[src/capture_ctrl.sv]
`timescale 1ns/100ps
`default_nettype none

module capture_ctrl (
    input  logic clk,
    input  logic reset,
    input  logic arm,
    input  logic read_start,
    input  logic frame_start,
    input  logic frame_done,
    input  logic read_done,
    output logic capture_en,
    output logic read_go,
    output logic captured,
    output logic busy
);

    typedef enum logic [2:0] {
        ST_IDLE,
        ST_ARMED,
        ST_CAPTURE,
        ST_STORED,
        ST_READ
    } state_t;

    state_t state, state_next;
    logic   read_go_next;

    always_ff @(posedge clk) begin
        if (reset) begin
            state   <= ST_IDLE;
            read_go <= 1'b0;
        end else begin
            state   <= state_next;
            read_go <= read_go_next;
        end
    end

    always_comb begin
        state_next   = state;
        read_go_next = 1'b0;

        case (state)
            ST_IDLE: begin
                if (arm) begin
                    state_next = ST_ARMED;
                end
            end
            ST_ARMED: begin
                if (frame_start) begin
                    state_next = ST_CAPTURE;              // Capture starts with the next frame
                end
            end
            ST_CAPTURE: begin
                if (frame_done) begin
                    state_next = ST_STORED;
                end
            end
            ST_STORED: begin
                if (read_start) begin
                    state_next   = ST_READ;
                    read_go_next = 1'b1;
                end else if (arm) begin
                    state_next = ST_ARMED;                // Next frame overwrites the stored one
                end
            end
            ST_READ: begin
                if (read_done) begin
                    state_next = ST_STORED;               // Arm is ignored while replaying
                end
            end
            default: begin
                state_next = ST_IDLE;
            end
        endcase
    end

    assign capture_en = (state == ST_CAPTURE);
    assign captured   = (state == ST_STORED);
    assign busy       = (state == ST_ARMED) || (state == ST_CAPTURE) || (state == ST_READ);

endmodule

`default_nettype wire

[config.mk]
export PLATFORM = sky130hd
export DESIGN_NAME = capture_ctrl
export DESIGN_NICKNAME = d
export VERILOG_FILES = /design/src/capture_ctrl.sv
export SDC_FILE = /design/constraint.sdc
export NUM_CORES = 1
export LEC_CHECK = 0
export ABC_AREA = 0
export BUFFER_PORTS_ARGS = -buffer_cell sky130_fd_sc_hd__buf_4
export CORE_AREA = 2 2 39 41
export CTS_BUF_LIST = sky130_fd_sc_hd__clkbuf_8
export DETAILED_ROUTE_END_ITERATION = 16
export DIE_AREA = 0 0 41 43
export PLACE_DENSITY = 0.39
export SYNTH_ARGS = -nofsm -noshare
export SYNTH_HDL_FRONTEND = slang
export SYNTH_SLANG_ARGS = --single-unit
[constraint.sdc]
create_clock -name clk -period 1.7 [get_ports clk]
set_input_delay 0.255 -clock clk [delete_from_list [all_inputs] [get_ports clk]]
set_output_delay 0.255 -clock clk [all_outputs]
set_load 0.1 [all_outputs]
==> qor.yml <==
setup_ws_ns: 0.112
cts_resized: 0
core.rowCount: 14
vias: 248
worst_pin_slew_ns: 0.362
worstSetupPathType: "flip-flop to output pin"
p_total_w: 0.000471
syn-cell-area_um2: 249
critical_path_buf_inv_count: 1
critPathSlowestCell: "dfxtp_1"
p_per_area_mw_per_mm2: 1260
top_layer: "met4"
met1_length_um: 251
finalClockSkew_ns: 0.00315
antenna_cells: 0
grt_pass1_vias: 238
cp_top_family: "flip-flops"
power_leakage_nw: 0.153
antenna_left: 0
insertion_delay_ns: 0.22
num-nets-final: 48
maxSlewViolCount: 0
pin_count: 11
end_kind: "output pin"
rr_worst_depth: 3
ys_ff_latch: 4
start_util: 0.180
cts_sinks: 4
die_h_um: 43
fin_crit_sh: 0.934
rsz0062_at_grt: "no"
drc: 0
detailed_place_hpwl_um: 482
drt-vias-per-instance: 4.51
cts_setup_buffers: 0
wl_per_cell_um: 11.4
synthCells: 28
ir_drop_uv: 367
drt-pass1-iter-count: 4
crit_path_start_kind: "flip-flop"
worstPathRequired_ns: 1.44
ys.flop_type: "dfxtp_1"
grt_max_degree: 10
die_area_mm2: 0.00176
synth_nets: 35
max_freq_mhz: 630
dp_slack_ns: 0.341
wirelength_um: 625
io_buffers: 10
final_cell_mix: "buf_4, dfxtp_1, clkbuf_8"
cts_root_buf: "clkbuf_8"
antenna_found_initial: 0
synth-edff-count: 0
die_x_um: 41
gr-total-overflow: 0
cts_hold_buf: 0
drive_gt1_frac: 0.462
cts_made_buffers: 3
seq_area_frac_synth: 0.322
hold_depth: 2
outcome: "finished, final reports clean"
cp_max_fo: 9
path_depth: 3
critPathArrivalTime_ns: 1.33
cap_violations: 0
crit_chain: "xnor2_1 > o22ai_2 > buf_4"
htree_levels: 1
cpPeakStageDelay_ns: 0.53
core_area_mm2: 0.00138
finalHoldViolCount: 0
syn_area_per_cell_um2: 8.89
cts_tree: "yes"
period_needed_ns: 1.59
synth_cell_type_count: 19
async_reset_ff_frac: 0
grtUsageTotal: 0.0892
synth_warnings: 0
wl_met2_um: 324
clkSlewWorstSetupHoldPaths_ns: 0.03
syn2layout_area_growth_pct: 50.8
cts.path.max_buffers: 2
drt_iter0_markers: 2
grt_pass1_wl_um: 979
wl_met3_um: 33
layout_commonest_cell: "buf_4"
slew_headroom: 0.758
finalSetupViolations: 0
hp-class: "input pin to flip-flop"
gp_congestion: 0.756
[area by class of cell]
class | count | area [um2]
Sequential cell | 4 | 80.1
Tap cell | 16 | 20.0
Timing Repair Buffer | 10 | 75.1
Inverter | 2 | 7.51
Fill cell | 162 | 1010
Multi-Input combinational cell | 20 | 151
Clock buffer | 3 | 41.3
[Yosys cell counts (2+ instances only)]
cell type	instances	area, um2
a21oi_1	2	10.0
dfxtp_1	4	80.1
inv_1	2	7.51
mux2i_1	2	20.0
nor2_1	3	11.3
or4_1	2	15.0
[metal layers]
layer | up-vias | global-route usage
met1 | 112 | 0.0990
met5 | - | 0
met3 | 2 | 0.0314
met4 | 0 | 0.0800
li1 | 124 | -
met2 | 10 | 0.125
[state kept, by name (all words and copies together) (netlist names)]
signal	cells
read_go	1
state	3
[metrics by stage]
step                 util  cells  instance area [um2]  hold slack, ns  setup TNS (ns)
detailed placement  0.241     52                  334           0.464               0
global placement    0.241     52                  334           0.464               0
global route        0.271     55                  375           0.245               0
CTS                 0.271     55                  375           0.233               0
floorplan               -     28                  258           0.324         -0.0202
finish              0.271     55                  375           0.235               0
[cell families after synthesis]
| family | synth area share |
|---|---|
| DFF | 0.322 |
| xor gates and xnor gates | 0.0352 |
| buffers and inverters | 0.106 |
| AOI/OAI and AO/OA | 0.171 |
| muxes | 0.0804 |
| and+or+nand+nor | 0.286 |
[power breakdown]
| part | internal (W) | switching, W | leakage [nW] |
|---|---|---|---|
| logic | 0.0000473 | 0.000100 | 0.0992 |
| clock network | 0.000151 | 0.0000519 | 0.0216 |
| registers | 0.000102 | 0.0000185 | 0.0326 |
[path summary, 6_finish.rpt]
| path | endpoint | start | slack [ns] |
|---|---|---|---|
| min reg2reg | state[2] | state[2] | 0.60 |
| max | busy | state[0] | 0.11 |
| min | state[2] | reset | 0.24 |
| max reg2reg | state[0] | state[0] | 0.46 |
(Power assumes the default switching activity.)
