`src/edge_capture_pkg.sv`:
```
`default_nettype none

package edge_capture_pkg;

    // Frame geometry, e.g. 172 x 240 edge pixels
    localparam int FRAME_PIXELS = 41280;
    localparam int FRAME_BYTES  = FRAME_PIXELS / 8;      // Eight edge bits per stored byte
    localparam int ADDR_W       = $clog2(FRAME_BYTES);

    // Write port of the frame store
    typedef struct packed {
        logic              en;
        logic [ADDR_W-1:0] addr;
        logic [7:0]        data;
    } store_wr_t;

    // Read port of the frame store
    typedef struct packed {
        logic              en;
        logic [ADDR_W-1:0] addr;
    } store_rd_t;

    // Replayed edge stream, one pixel per cycle
    typedef struct packed {
        logic valid;
        logic pix;                                       // Edge decision of this pixel
        logic last;                                      // Final pixel of the frame
    } pixel_out_t;

endpackage

`default_nettype wire

```
`src/edge_pack.sv`:
```
`timescale 1ns/100ps
`default_nettype none

module edge_pack (
    input  logic                        clk,
    input  logic                        reset,
    input  logic                        pix_valid,
    input  logic                        pix_edge,
    output edge_capture_pkg::store_wr_t wr,
    output logic                        frame_done
);

    localparam logic [edge_capture_pkg::ADDR_W-1:0] LAST_ADDR =
        edge_capture_pkg::ADDR_W'(edge_capture_pkg::FRAME_BYTES - 1);

    typedef enum logic [1:0] {
        ST_IDLE,
        ST_COLLECT,
        ST_ADVANCE,
        ST_DONE
    } state_t;

    state_t                              state, state_next;
    logic   [2:0]                        bit_cnt, bit_cnt_next;   // Pixel slot within the byte
    logic   [7:0]                        pack_q, pack_next;
    logic   [edge_capture_pkg::ADDR_W-1:0] addr_q, addr_next;
    logic                                wr_en_q, wr_en_next;
    logic                                done_next;
    logic                                take;

    always_ff @(posedge clk) begin
        if (reset) begin
            state      <= ST_IDLE;
            bit_cnt    <= 3'd0;
            addr_q     <= '0;
            wr_en_q    <= 1'b0;
            frame_done <= 1'b0;
        end else begin
            state      <= state_next;
            bit_cnt    <= bit_cnt_next;
            addr_q     <= addr_next;
            wr_en_q    <= wr_en_next;
            frame_done <= done_next;
        end
    end

    always_ff @(posedge clk) begin
        pack_q <= pack_next;
    end

    always_comb begin
        state_next   = state;
        bit_cnt_next = bit_cnt;
        pack_next    = pack_q;
        addr_next    = addr_q;
        wr_en_next   = 1'b0;
        done_next    = 1'b0;
        take         = pix_valid && (state != ST_DONE);

        // Pixel k of a byte lands in bit k
        if (take) begin
            pack_next[bit_cnt] = pix_edge;
            bit_cnt_next       = bit_cnt + 3'd1;
        end

        case (state)
            ST_IDLE: begin
                if (take) begin
                    state_next = ST_COLLECT;
                end
            end
            ST_COLLECT: begin
                if (take && (bit_cnt == 3'd7)) begin
                    wr_en_next = 1'b1;                    // Byte complete, write it next cycle
                    state_next = (addr_q == LAST_ADDR) ? ST_DONE : ST_ADVANCE;
                end
            end
            ST_ADVANCE: begin
                addr_next  = addr_q + 1'b1;
                state_next = take ? ST_COLLECT : ST_IDLE;
            end
            ST_DONE: begin
                done_next  = 1'b1;
                addr_next  = '0;                          // Ready for the next capture
                state_next = ST_IDLE;
            end
            default: begin
                state_next = ST_IDLE;
            end
        endcase
    end

    assign wr = '{en: wr_en_q, addr: addr_q, data: pack_q};

endmodule

`default_nettype wire

```
`config.mk`:
```
export PLATFORM = sky130hd
export DESIGN_NAME = edge_pack
export DESIGN_NICKNAME = d
export VERILOG_FILES = /design/src/edge_capture_pkg.sv /design/src/edge_pack.sv
export SDC_FILE = /design/constraint.sdc
export NUM_CORES = 1
export LEC_CHECK = 0
export BUFFER_PORTS_ARGS = -buffer_cell sky130_fd_sc_hd__buf_2
export CAP_MARGIN = 20
export CORE_MARGIN = 1
export CORE_UTILIZATION = 40
export CTS_CLUSTER_DIAMETER = 40
export DETAILED_ROUTE_END_ITERATION = 10
export SLEW_MARGIN = 20
export SYNTH_ARGS = -nofsm -noshare
export SYNTH_HDL_FRONTEND = slang
export SYNTH_SLANG_ARGS = --single-unit
```
`constraint.sdc`:
```
create_clock -name clk -period 3.2 [get_ports clk]
set_input_delay 0.32 -clock clk [delete_from_list [all_inputs] [get_ports clk]]
set_output_delay 0.32 -clock clk [all_outputs]
set_load 0.005 [all_outputs]
```
==> impl_results.md <==
- Status: complete, but fails checks
- Violated checks: DRC
- Hold_buf cts: 0
- Clk sink count: 28
- Std-Cell Rows: 19
- P per Cell Area: 445 nW/um^2
- Post-CTS setup buffers: 0
- Fin nets: 153
- Post-cts resize count: 0
- Switching power: 121 uW
- Final Hold Vio Count: 0
- Drt first-iter violations: 21
- Synthesized area: 1220 um^2
- Reg power frac: 59.8%
- Ranking of synthesized cells by area: dfxtp_1, edfxtp_1, nor2_1, mux2i_1, a21oi_1
- GRT Total Usage: 15.4%
- Number of flops mapped to enable cells by yosys: 8
- Slew Limit Fails: 0
- Critical Path AT: 1.86 ns
- Top_reg_cell synth: dfxtp_1
- Fin Hold WS: 0.258 ns
- Commonest non-fill, non-tap cell in the layout: buf_2
- Area leader, netlist: dfxtp_1
- Final Routed Wirelength: 2270 um
- Die height: 57.3 um
- RSZ-0062 raised after global routing: false
- Crit. End Element: flip-flop
- Maximum clock path buffer count: 2
- Placer congestion estimate: 0.745
- CTS root buf: clkbuf_4
- Core ar.: 2830 um^2
- Mapped Nets: 127
- Ant diodes: 0
- IO Count: 27
- CTS tree: done
- Vias in the first global route: 882
- Routed WL per cell: 12.9 um
- Worst setup path category: reg -> reg
- Initial core utilization: 43.2%
- Hold Crit Class: in -> reg
- Min cycle time layout: 1.59 ns
- Initial antenna violation count: 0
- Logic pwr share: 3.7%
- Number of synthesized register bits: 28
- Synth cell types: 32
- Final TNS setup: 0 ns
- Final setup fails: 0
- Gr ovfl total: 0
- CTS clk-pin slew, worst paths: 0.15 ns
- Relative slew slack: 71.4%
- Post-Syn Instances: 120
- Startpoint Class: flip-flop
- Die area: 3280 um^2
- Vias/cell: 5.39
- Internal power: 505 uW
- Worst path required time: 3.46 ns
- ANT nets after route: 0
- Top-area cell type share of the netlist area: 32.8%
- Worst slew pin tran: 0.428 ns
- Reg2reg path depth: 3
- Die X: 57.3 um
- H-tree Lvls: 1
- Leakage: 0.000556 uW
- Register area share after synthesis: 52.5%
- Worst IR Drop VDD: 0.193 mV
- HPWL after DPL: 1670 um
- Power share of the clock group: 36.6%
- Synth Area per Inst: 10.2 um^2
- First-pass GRT wire length: 3910 um
- Fill cells: 282
- # DRC: 6
- Layout cell share with drive strength beyond 1: 22.1%
- Setup Skew: 0.00430 ns
- Largest net degree at the start of global routing: 17
- Area Overhead vs Synth: 15.1%
- Vias: 949
- Most frequent cells in the layout: buf_2, dfxtp_1, nor2_1, a21oi_1
- Number of port buffers: 26
- Max_cap viols: 0
- Net Sw Frac: 19.3%
- Synth warn: 0
- Share of synthesized registers carrying an async set or reset: 0%
- Max Fanout on Critical Path: 13
- First-pass DRT Iterations: 7
- Hold Path Depth: 1
- Final period utilization: 49.8%
- Fmax: 0.627 GHz
- Number of buffers created by CTS: 3
- Worst skew pair latency: 0.32 ns
==> flip-flops by register name, summed over array words and instances (netlist names) <==
signal and cells:
pack_q 8, state 2, wr_en_q 1, addr_q 13
bit_cnt 3, frame_done 1
==> cell usage after synthesis (2+ instances only) <==
| cell | n |
|---|---|
| a21oi_1 | 9 |
| nand2b_1 | 6 |
| inv_1 | 2 |
| buf_6 | 2 |
| nand4_1 | 4 |
| or4_1 | 4 |
| mux2i_1 | 6 |
| nand2_1 | 8 |
| xnor2_1 | 2 |
| o21a_1 | 2 |
| o31ai_1 | 4 |
| nor3_1 | 3 |
| nand3_1 | 3 |
| xor2_1 | 2 |
| ha_1 | 3 |
| edfxtp_1 | 8 |
| nor2_1 | 17 |
| nor4_1 | 2 |
| dfxtp_1 | 20 |
==> path summary, 6_finish.rpt <==
check	from	end	slack, ns
hold reg to reg	addr_q[12]	addr_q[12]	0.50
hold / removal	pix_edge	pack_q[4]	0.26
setup / recovery	state[1]	addr_q[10]	1.61
setup reg to reg	state[1]	addr_q[10]	1.61
==> through the flow <==
step / power, uW / utilization, % / cells / cell area, um^2 / setup WS, ns
6_report: 626 / 49.7 / 176 / 1410 / 1.61
5_1_grt: 654 / 49.7 / 176 / 1410 / 1.47
4_1_cts: 633 / 49.7 / 176 / 1410 / 1.60
3_5_place_dp: 405 / 47.8 / 172 / 1350 / 1.63
3_3_place_gp: 404 / 47.8 / 172 / 1350 / 1.68
2_1_floorplan: 397 / - / 120 / 1220 / 1.78
==> critical path, cell delays in order, from the launching register on <==
cell	delay (ns)
dfxtp_1	0.61
nand2_1	0.23
or4_1	0.54
a21oi_1	0.15
==> routing by layer <==
metal / vias to the layer above / part of all wire (%) / routed length (um) / GRT usage [%]
li1: 482 / - / - / -
met3: 2 / 4.1 / 94 / 2.27
met1: 445 / 51 / 1160 / 21.7
met5: - / 0 / 0 / 0
met4: 0 / 0.79 / 18 / 7.32
met2: 20 / 44 / 1000 / 23.5
==> power groups by stage <==
stage          combinational (uW)  sequential [uW]  clock [uW]
3_5_place_dp                 23.4              382           0
4_1_cts                      23.4              374         235
2_1_floorplan                16.4              381           0
6_report                     23.0              374         229
5_1_grt                      25.9              375         253
3_3_place_gp                 22.3              381           0
==> logic make-up (layout without fill, tap and decap cells) <==
group | Yosys count | after routing | synth area share (%)
simple gates | 55 | 55 | 24.6
xor+xnor | 4 | 4 | 2.87
flops | 28 | 28 | 52.5
mux | 6 | 6 | 4.92
buf+inv | 7 | 32 | 3.69
compound gates | 17 | 17 | 8.40
fa+ha+maj | 3 | 3 | 3.07
==> cell type report <==
| cell class | instances | area, um^2 | area share (%) |
|---|---|---|---|
| multi-input cells | 85 | 536 | 38.1 |
| flip-flops and latches | 28 | 641 | 45.6 |
| inverters | 2 | 7.51 | 0.534 |
| clock inverters | 1 | 30.0 | 2.14 |
| repair buffers | 26 | 130 | 9.26 |
| clock buffers | 3 | 22.5 | 1.60 |
| well taps | 31 | 38.8 | 2.76 |
Note: power is estimated with default switching activity, not from simulation.
