==> src/edge_capture_pkg.sv <==
`default_nettype none

package edge_capture_pkg;

    // Frame geometry, e.g. 172 x 240 edge pixels
    localparam int FRAME_PIXELS = 41280;
    localparam int FRAME_BYTES  = FRAME_PIXELS / 8;      // Eight edge bits per stored byte
    localparam int ADDR_W       = $clog2(FRAME_BYTES);

    // Write port of the frame store
    typedef struct packed {
        logic              en;
        logic [ADDR_W-1:0] addr;
        logic [7:0]        data;
    } store_wr_t;

    // Read port of the frame store
    typedef struct packed {
        logic              en;
        logic [ADDR_W-1:0] addr;
    } store_rd_t;

    // Replayed edge stream, one pixel per cycle
    typedef struct packed {
        logic valid;
        logic pix;                                       // Edge decision of this pixel
        logic last;                                      // Final pixel of the frame
    } pixel_out_t;

endpackage

`default_nettype wire

==> src/frame_unpack.sv <==
`timescale 1ns/100ps
`default_nettype none

module frame_unpack (
    input  logic                         clk,
    input  logic                         reset,
    input  logic                         read_go,
    output edge_capture_pkg::store_rd_t  rd,
    input  logic [7:0]                   rd_data,
    output edge_capture_pkg::pixel_out_t pix_out,
    output logic                         read_done
);

    logic                                valid_q;
    logic                                first_q;       // Byte 0 is on rd_data this cycle
    logic                                last_byte_q;
    logic [2:0]                          bit_cnt;
    logic [7:0]                          shift_q;
    logic [edge_capture_pkg::ADDR_W-1:0] addr_q;        // Next byte address to fetch
    logic                                more;
    logic                                fetch;
    logic                                load;
    logic                                last_pix;

    assign more = (addr_q != edge_capture_pkg::ADDR_W'(edge_capture_pkg::FRAME_BYTES));

    // Prefetch on slot 6 so the byte is ready when slot 7 shifts out
    assign fetch    = read_go || (valid_q && (bit_cnt == 3'd6) && more);
    assign load     = first_q || (valid_q && (bit_cnt == 3'd7) && !last_byte_q);
    assign last_pix = valid_q && last_byte_q && (bit_cnt == 3'd7);

    always_ff @(posedge clk) begin
        if (reset) begin
            valid_q     <= 1'b0;
            first_q     <= 1'b0;
            last_byte_q <= 1'b0;
            bit_cnt     <= 3'd0;
            addr_q      <= '0;
        end else begin
            first_q <= read_go;

            if (last_pix) begin
                addr_q <= '0;
            end else if (fetch) begin
                addr_q <= addr_q + 1'b1;
            end

            if (load) begin
                valid_q     <= 1'b1;
                bit_cnt     <= 3'd0;
                last_byte_q <= !more;                    // All reads issued, this byte is the final one
            end else if (last_pix) begin
                valid_q     <= 1'b0;
                last_byte_q <= 1'b0;
                bit_cnt     <= 3'd0;
            end else if (valid_q) begin
                bit_cnt <= bit_cnt + 3'd1;
            end
        end
    end

    always_ff @(posedge clk) begin
        if (load) begin
            shift_q <= rd_data;
        end else if (valid_q) begin
            shift_q <= {1'b0, shift_q[7:1]};             // Bit 0 goes out first
        end
    end

    assign rd        = '{en: fetch, addr: addr_q};
    assign pix_out   = '{valid: valid_q, pix: shift_q[0], last: last_pix};
    assign read_done = last_pix;

endmodule

`default_nettype wire

==> config.mk <==
export PLATFORM = sky130hd
export DESIGN_NAME = frame_unpack
export DESIGN_NICKNAME = d
export VERILOG_FILES = /design/src/edge_capture_pkg.sv /design/src/frame_unpack.sv
export SDC_FILE = /design/constraint.sdc
export NUM_CORES = 1
export LEC_CHECK = 0
export BUFFER_PORTS_ARGS = -buffer_cell sky130_fd_sc_hd__buf_2
export CELL_PAD_IN_SITES_DETAIL_PLACEMENT = 1
export CELL_PAD_IN_SITES_GLOBAL_PLACEMENT = 2
export CORE_MARGIN = 4
export CORE_UTILIZATION = 30
export CTS_CLUSTER_DIAMETER = 200
export DETAILED_ROUTE_END_ITERATION = 12
export GPL_TIMING_DRIVEN = 0
export PLACE_DENSITY = 0.82
export SLEW_MARGIN = 15
export SYNTH_ARGS = -nofsm -noshare
export SYNTH_HDL_FRONTEND = slang
export SYNTH_SLANG_ARGS = --single-unit
export TNS_END_PERCENT = 1
==> constraint.sdc <==
create_clock -name clk -period 1.99 [get_ports clk]
set_clock_uncertainty 0.15 [all_clocks]
set_input_delay 0.2985 -clock clk [delete_from_list [all_inputs] [get_ports clk]]
set_output_delay 0.2985 -clock clk [all_outputs]
set_load 0.05 [all_outputs]
==> flow_summary_export.csv, run 1 <==
group,metric,value,unit
outcome,outcome,"complete, but fails checks",
outcome,violations,"negative setup slack",
pwr,seqPwrFrac,56.4,%
critical_path,r2r_start,"addr_q[1]$_SDFFE_PP0P_",
global_route,grt_pass1_vias,1238,
critical_path,r2r_cells,7,
finish,n_fill_cell,517,
placement,io_buffers,27,
route,vias,1223,
critical_path,arrival,1.58,ns
critical_path,worstSetupPathType,"reg2out",
logic_synthesis,syn_nets,153,
pwr,p_sw_share,26.0,%
logic_synthesis,seq_area_frac_synth,45.3,%
pwr,p_per_area,592,nW/um2
critical_path,endpoint_kind,"primary output",
route,drtIter0Drc,41,
sta,min_period,2.03,ns
critical_path,worstPathMaxFanout,5,
placement,post-place-ws,-0.208,ns
global_route,grt_usage,13.1,%
finish,nNetsFinal,194,
pwr,peakVddDrop,0.272,mV
pwr,total_power,1080,uW
sta,finalCritPeriodShare,102,%
finish,drive_gt1_share,48.0,%
pwr,combPwrFrac,13.4,%
run,maxCapViolCount,0,
global_route,grt_overflow,0,
route,wl_per_cell,15.8,um
clock_network,insertion_delay,0.28,ns
clock_network,clock-sinks,27,
floorplan,die_width,75.5,um
sta,slew_violations,0,
logic_synthesis,syn-mean-instance-area,9.99,um2
clock_network,cts-root-buf,"clkbuf_8",
clock_network,cts_buffer_depth,2,
worst_hold_path,worstHoldStart,"rd_data[0]",
route,routed_via_density,5.34,
floorplan,fp-row-count,24,
pwr,p_sw,281,uW
route,drc_errors,0,
logic_synthesis,yosysWarnings,0,
global_route,antenna_found_initial,0,
floorplan,initial_core_util,31.2,%
floorplan,num_io_pins,29,
finish,area_delta_synth_final,33.5,%
sta,max_freq,494,MHz
route,drtPass1Iterations,6,
logic_synthesis,synth_seq_cells,27,
clock_network,clk_pin_slew,0.10,ns
pwr,clkPwrFrac,30.2,%
clock_network,cts_buffers,3,
placement,place_congestion,0.743,
sta,final_hold_viol_count,0,
worst_hold_path,hold_depth,2,
critical_path,crit_required,1.54,ns
floorplan,die_y,75.5,um
finish,diodes,0,
pwr,p_leak,0.000693,uW
worst_hold_path,min_path_type,"in2reg",
sta,rsz0062_at_grt,"yes",
worst_hold_path,holdPathEnd,"shift_q[0]$_DFFE_PP_",
pwr,intPower,800,uW
global_route,grt_max_degree,17,
sta,setup_ws,-0.0362,ns
logic_synthesis,syn_area,1370,um2
sta,worstMarginPinSlew,0.401,ns
route,routed_wl,3630,um
floorplan,coreArea,4380,um2
floorplan,dieArea,5710,um2
clock_network,cts_tree,"yes",
sta,timing.hold.ws,0.166,ns
sta,slew_headroom,73.1,%
logic_synthesis,yosysUniqueCellTypes,33,
logic_synthesis,netlist_instances,137,
critical_path,worst_setup_path_start_kind,"flip-flop",
placement,place_hpwl,2510,um
sta,finalSetupViolCount,1,
global_route,grt_pass1_wl,5780,um
placement,placed_cell_area,1590,um2
clock_network,htreeDepth,1,
critical_path,reg2reg_slack,0.02,ns
critical_path,regToRegEndpoint,"addr_q[6]$_SDFFE_PP0P_",
route,ant_nets,0,
finish,fin_area,1830,um2
placed cells by master (no fill, tap or decap), drive strengths merged, types with 3 or more instances in the layout:
cell type / instances
clkbuf: 5
mux2: 7
nand2: 9
nand3: 4
ha: 5
or4: 9
a21oi: 15
buf: 43
mux2i: 3
nor2: 3
dfxtp: 19
edfxtp: 8
inv: 8
o31ai: 9
nor3: 5
metrics by stage:
stage	cells	utilization, %	TNS, ns
detailed placement	216	36.3	-2.04
global route	229	41.7	-0.804
global placement	216	36.3	-1.04
floorplan	137	-	-0.0594
finish	229	41.7	-0.0362
CTS	227	39.8	-0.930
worst max path at each step:
stage | end | slack (ns) | startpoint | cells past startpoint
floorplan | addr_q[10]$_SDFFE_PP0P_ | -0.01 | addr_q[0]$_SDFFE_PP0P_ | 7
global placement | shift_q[0]$_DFFE_PP_ | -0.14 | bit_cnt[0]$_SDFFE_PP0P_ | 4
detailed placement | shift_q[4]$_DFFE_PP_ | -0.21 | bit_cnt[0]$_SDFFE_PP0P_ | 4
CTS | rd[13] | -0.12 | addr_q[0]$_SDFFE_PP0P_ | 8
global route | rd[13] | -0.16 | addr_q[1]$_SDFFE_PP0P_ | 7
finish | rd[13] | -0.04 | addr_q[1]$_SDFFE_PP0P_ | 7
Yosys cell counts:
library cell / count / area [um2]
a211o_1: 1 / 8.76
a21oi_1: 15 / 75.1
a31oi_2: 1 / 12.5
and3_1: 2 / 12.5
and4_1: 2 / 17.5
and4b_4: 1 / 13.8
and4bb_1: 2 / 25.0
buf_1: 1 / 3.75
buf_4: 5 / 37.5
buf_6: 1 / 11.3
clkbuf_1: 2 / 7.51
dfxtp_1: 19 / 380
edfxtp_1: 8 / 240
ha_1: 5 / 62.6
inv_1: 8 / 30.0
mux2_2: 7 / 78.8
mux2i_1: 3 / 30.0
nand2_1: 9 / 33.8
nand2b_1: 1 / 6.26
nand3_1: 4 / 20.0
nand4_1: 2 / 12.5
nor2_1: 3 / 11.3
nor2b_1: 2 / 12.5
nor3_1: 5 / 25.0
nor4_1: 1 / 6.26
nor4b_1: 1 / 8.76
o211ai_1: 1 / 7.51
o21a_1: 1 / 7.51
o21ai_0: 2 / 10.0
o31ai_1: 9 / 67.6
or2_2: 2 / 12.5
or3_1: 2 / 12.5
or4_1: 9 / 67.6
layout make-up:
cell class | instances | area (um2) | area share [%]
Sequential cell | 27 | 641 | 35.1
Clock inverter | 1 | 7.51 | 0.411
Inverter | 8 | 30.0 | 1.64
Buffer | 8 | 58.8 | 3.22
Timing Repair Buffer | 37 | 244 | 13.4
Multi-Input combinational cell | 93 | 739 | 40.5
Clock buffer | 3 | 41.3 | 2.26
Tap cell | 52 | 65.1 | 3.56
critical path, cell delays in order (launching register included):
cell and delay [ns]:
dfxtp_4 0.37, inv_2 0.05, ha_2 0.15, and4bb_1 0.23, nand3_2 0.09, a21oi_2 0.21
inv_2 0.06, buf_8 0.15
per-layer routing:
layer	vias up	routed length (um)	GRT usage [%]
met1	605	1520	15.8
met5	-	0	0
li1	595	-	-
met4	0	38	2.91
met3	5	118	2.24
met2	18	1950	24.3
power groups by stage:
stage | logic (uW) | clock network, uW | registers (uW)
6_report | 145 | 326 | 610
5_1_grt | 157 | 366 | 613
4_1_cts | 135 | 338 | 608
3_5_place_dp | 119 | 0 | 622
3_3_place_gp | 114 | 0 | 620
2_1_floorplan | 73.3 | 0 | 632
state kept, by name (all words and copies together) (netlist names):
signal	count
shift_q	8
valid_q	1
addr_q	13
first_q	1
bit_cnt	3
last_byte_q	1
cells by family after synthesis:
| kind of cell | count (synthesis) | share of synthesized area, % |
|---|---|---|
| AND/OR/NAND/NOR | 48 | 21.8 |
| AO/OA/AOI/OAI | 30 | 13.8 |
| flip-flops | 27 | 45.3 |
| buffers and inverters | 17 | 6.58 |
| multiplexers | 10 | 7.95 |
| adder cells (fa/ha/maj) | 5 | 4.57 |
repair_timing:
item	CTS	global route
pin swaps	5	8
setup buffers	7	4
gates resized for setup	12	24
cloned	0	0
hold buffers	0	0
endpoints found under the setup margin	21	23
endpoints found under the hold margin	0	0
No activity file was read; power rests on OpenSTA's default activity.
==> inputs of run 2 (changes only) <==
ABC_AREA = 1   (was not set)
CORE_UTILIZATION = 28   (was 30)
PLACE_DENSITY = 0.83   (was 0.82)
==> flow_summary_export.csv, run 2 <==
group,metric,value,unit
outcome,outcome,"complete, no violations",
clock_network,htreeDepth,1,
route,wl_per_cell,12.9,um
critical_path,worst_setup_path_start_kind,"flip-flop",
route,vias,1536,
logic_synthesis,synthFlopType,"dfxtp_1",
placement,io_buffers,28,
logic_synthesis,syn_area,1620,um2
logic_synthesis,yosysUniqueCellTypes,25,
route,drtPass1Iterations,4,
logic_synthesis,synth.most_common_cell,"nand2_1",
floorplan,initial_core_util,29.2,%
finish,top_regs,"addr_q: 13 flops, shift_q: 8 flops, bit_cnt: 3 flops",
finish,drive_gt1_share,36.1,%
pwr,p_per_area,607,nW/um2
finish,final_common_cell,"nand2_1",
route,drc_errors,0,
sta,finalCritPeriodShare,96.9,%
critical_path,path_cells,"inv_4 -> ha_4 -> nand2_2 -> nor2_4 -> nand3_2 -> nand2_4 -> nand2_4 -> buf_6 -> buf_8",
sta,rsz0062_at_grt,"yes",
finish,largest_register_ffs,13,
clock_network,cts_buffers,3,
sta,finalSetupViolCount,0,
sta,slew_headroom,78.6,%
placement,post-place-ws,-0.174,ns
route,drtIter0Drc,33,
pwr,peakVddDrop,0.326,mV
global_route,grt_usage,12.5,%
critical_path,arrival,1.48,ns
logic_synthesis,netlist.area_leader.share,23.5,%
pwr,p_leak,0.000974,uW
critical_path,worstPathMaxFanout,3,
logic_synthesis,synth.area.top_cells,"dfxtp_1 24%, nand2_1 17%, edfxtp_1 15%, nand3_1 7.1%, nor2_1 5.1%",
sta,final_hold_viol_count,0,
critical_path,crit_top_cell,"nand2_4",
logic_synthesis,syn_nets,242,
floorplan,die_width,84.0,um
placement,place_hpwl,3150,um
critical_path,crit_family,"simple AND/OR/NAND/NOR gates",
clock_network,cts_buffer_depth,2,
run,maxCapViolCount,0,
critical_path,crit_buf_inv,3,
sta,max_freq,519,MHz
finish,multi_input_area,881,um2
clock_network,cts-root-buf,"clkbuf_8",
finish,final_core_util,37.7,%
floorplan,fp-row-count,27,
finish,fin_cells,341,
global_route,antenna_found_initial,0,
critical_path,worstSetupPathType,"reg2out",
logic_synthesis,yosysWarnings,0,
global_route,grt_pass1_vias,1528,
floorplan,dieArea,7060,um2
worst_hold_path,min_path_type,"in2reg",
floorplan,num_io_pins,29,
finish,area_delta_synth_final,29.2,%
logic_synthesis,synth_seq_cells,27,
pwr,total_power,1270,uW
clock_network,cts_tree,"yes",
finish,n_fill_cell,728,
logic_synthesis,seq_area_frac_synth,38.4,%
sta,min_period,1.93,ns
logic_synthesis,synthTopCellsByCount,"75 x nand2_1, 23 x nand3_1, 22 x nor2_1",
clock_network,clk_pin_slew,0.10,ns
sta,worstMarginPinSlew,0.320,ns
clock_network,clock-sinks,27,
finish,nNetsFinal,286,
logic_synthesis,syn-mean-instance-area,7.16,um2
route,ant_nets,0,
sta,setup_ws,0.0616,ns
logic_synthesis,async_reset_ff_share,0,%
logic_synthesis,netlist_instances,226,
route,routed_via_density,4.50,
floorplan,die_y,84.0,um
logic_synthesis,synth_top_area_cell,"dfxtp_1",
finish,seqCellArea,634,um2
floorplan,coreArea,5540,um2
sta,slew_violations,0,
sta,setup_tns,0,ns
finish,diodes,0,
placement,dp.cells,326,
placement,place_congestion,0.776,
clock_network,cts-hold-fix-buffers,0,
critical_path,cpMaxStageDelayCell,"dfxtp_2",
critical_path,cpPeakStageDelay,0.35,ns
logic_synthesis,synth_edf_count,8,
route,routed_wl,4390,um
clock_network,insertion_delay,0.28,ns
finish,largest_register,"addr_q",
global_route,grt_overflow,0,
global_route,grt_pass1_wl,7270,um
finish,most-common-layout-cells,"72 x nand2_1, 26 x buf_2, 22 x nand3_1",
global_route,grt_max_degree,16,
critical_path,crit_required,1.54,ns
critical_path,endpoint_kind,"primary output",
-- run 2: timing repair --
action,in CTS,in global routing
endpoints found under the hold margin,0,0
setup endpoints to repair,10,17
pin swaps,3,4
buffers inserted,8,3
gates resized for setup,13,25
-- run 2: cells by family (layout without fill, tap and decap cells) --
group | Yosys count | count (layout) | share of synthesized area, %
AND/OR/NAND/NOR | 136 | 136 | 37.2
buffers and inverters | 35 | 78 | 11.4
flip-flops | 27 | 27 | 38.4
AO/OA/AOI/OAI | 18 | 18 | 6.50
adder cells (fa/ha/maj) | 5 | 5 | 3.87
XOR/XNOR | 5 | 5 | 2.71
-- run 2: power by group --
part | internal, uW | leakage [uW] | total (uW) | switching (uW)
clock network | 141 | 0.0000255 | 327 | 186
logic | 102 | 0.000711 | 298 | 196
registers | 609 | 0.000238 | 643 | 33.7
total | 852 | 0.000974 | 1270 | 416
-- run 2: area by class of cell --
type,instances,area share [%]
Timing Repair Buffer,39,11.7
Buffer,10,4.55
Sequential cell,27,30.4
Tap cell,72,4.31
Multi-Input combinational cell,164,42.2
Clock buffer,3,1.98
Clock inverter,1,0.240
Inverter,25,4.67
-- run 2: final timing paths --
kind	start	to	slack, ns	depth (start not counted)
min reg2reg	bit_cnt[1]$_SDFFE_PP0P_	bit_cnt[1]$_SDFFE_PP0P_	0.34	2
max reg2reg	bit_cnt[0]$_SDFFE_PP0P_	shift_q[4]$_DFFE_PP_	0.14	7
min	reset	valid_q$_SDFFE_PP0P_	0.06	2
max	addr_q[0]$_SDFFE_PP0P_	rd[13]	0.06	9
-- run 2: layer usage --
metal  part of all wire (%)  vias up  track usage (%)
met5                      0        -                0
met4                    1.4        0             3.36
met3                    2.3        6             2.27
met2                     49       18             21.0
met1                     47      714             16.3
li1                       -      798                -
-- run 2: metrics by stage --
stage | hold slack (ns) | instance area, um2
2_1_floorplan | 0.211 | 1620
3_3_place_gp | 0.323 | 1850
3_5_place_dp | 0.329 | 1850
4_1_cts | 0.0596 | 2000
5_1_grt | 0.0658 | 2090
6_report | 0.0630 | 2090
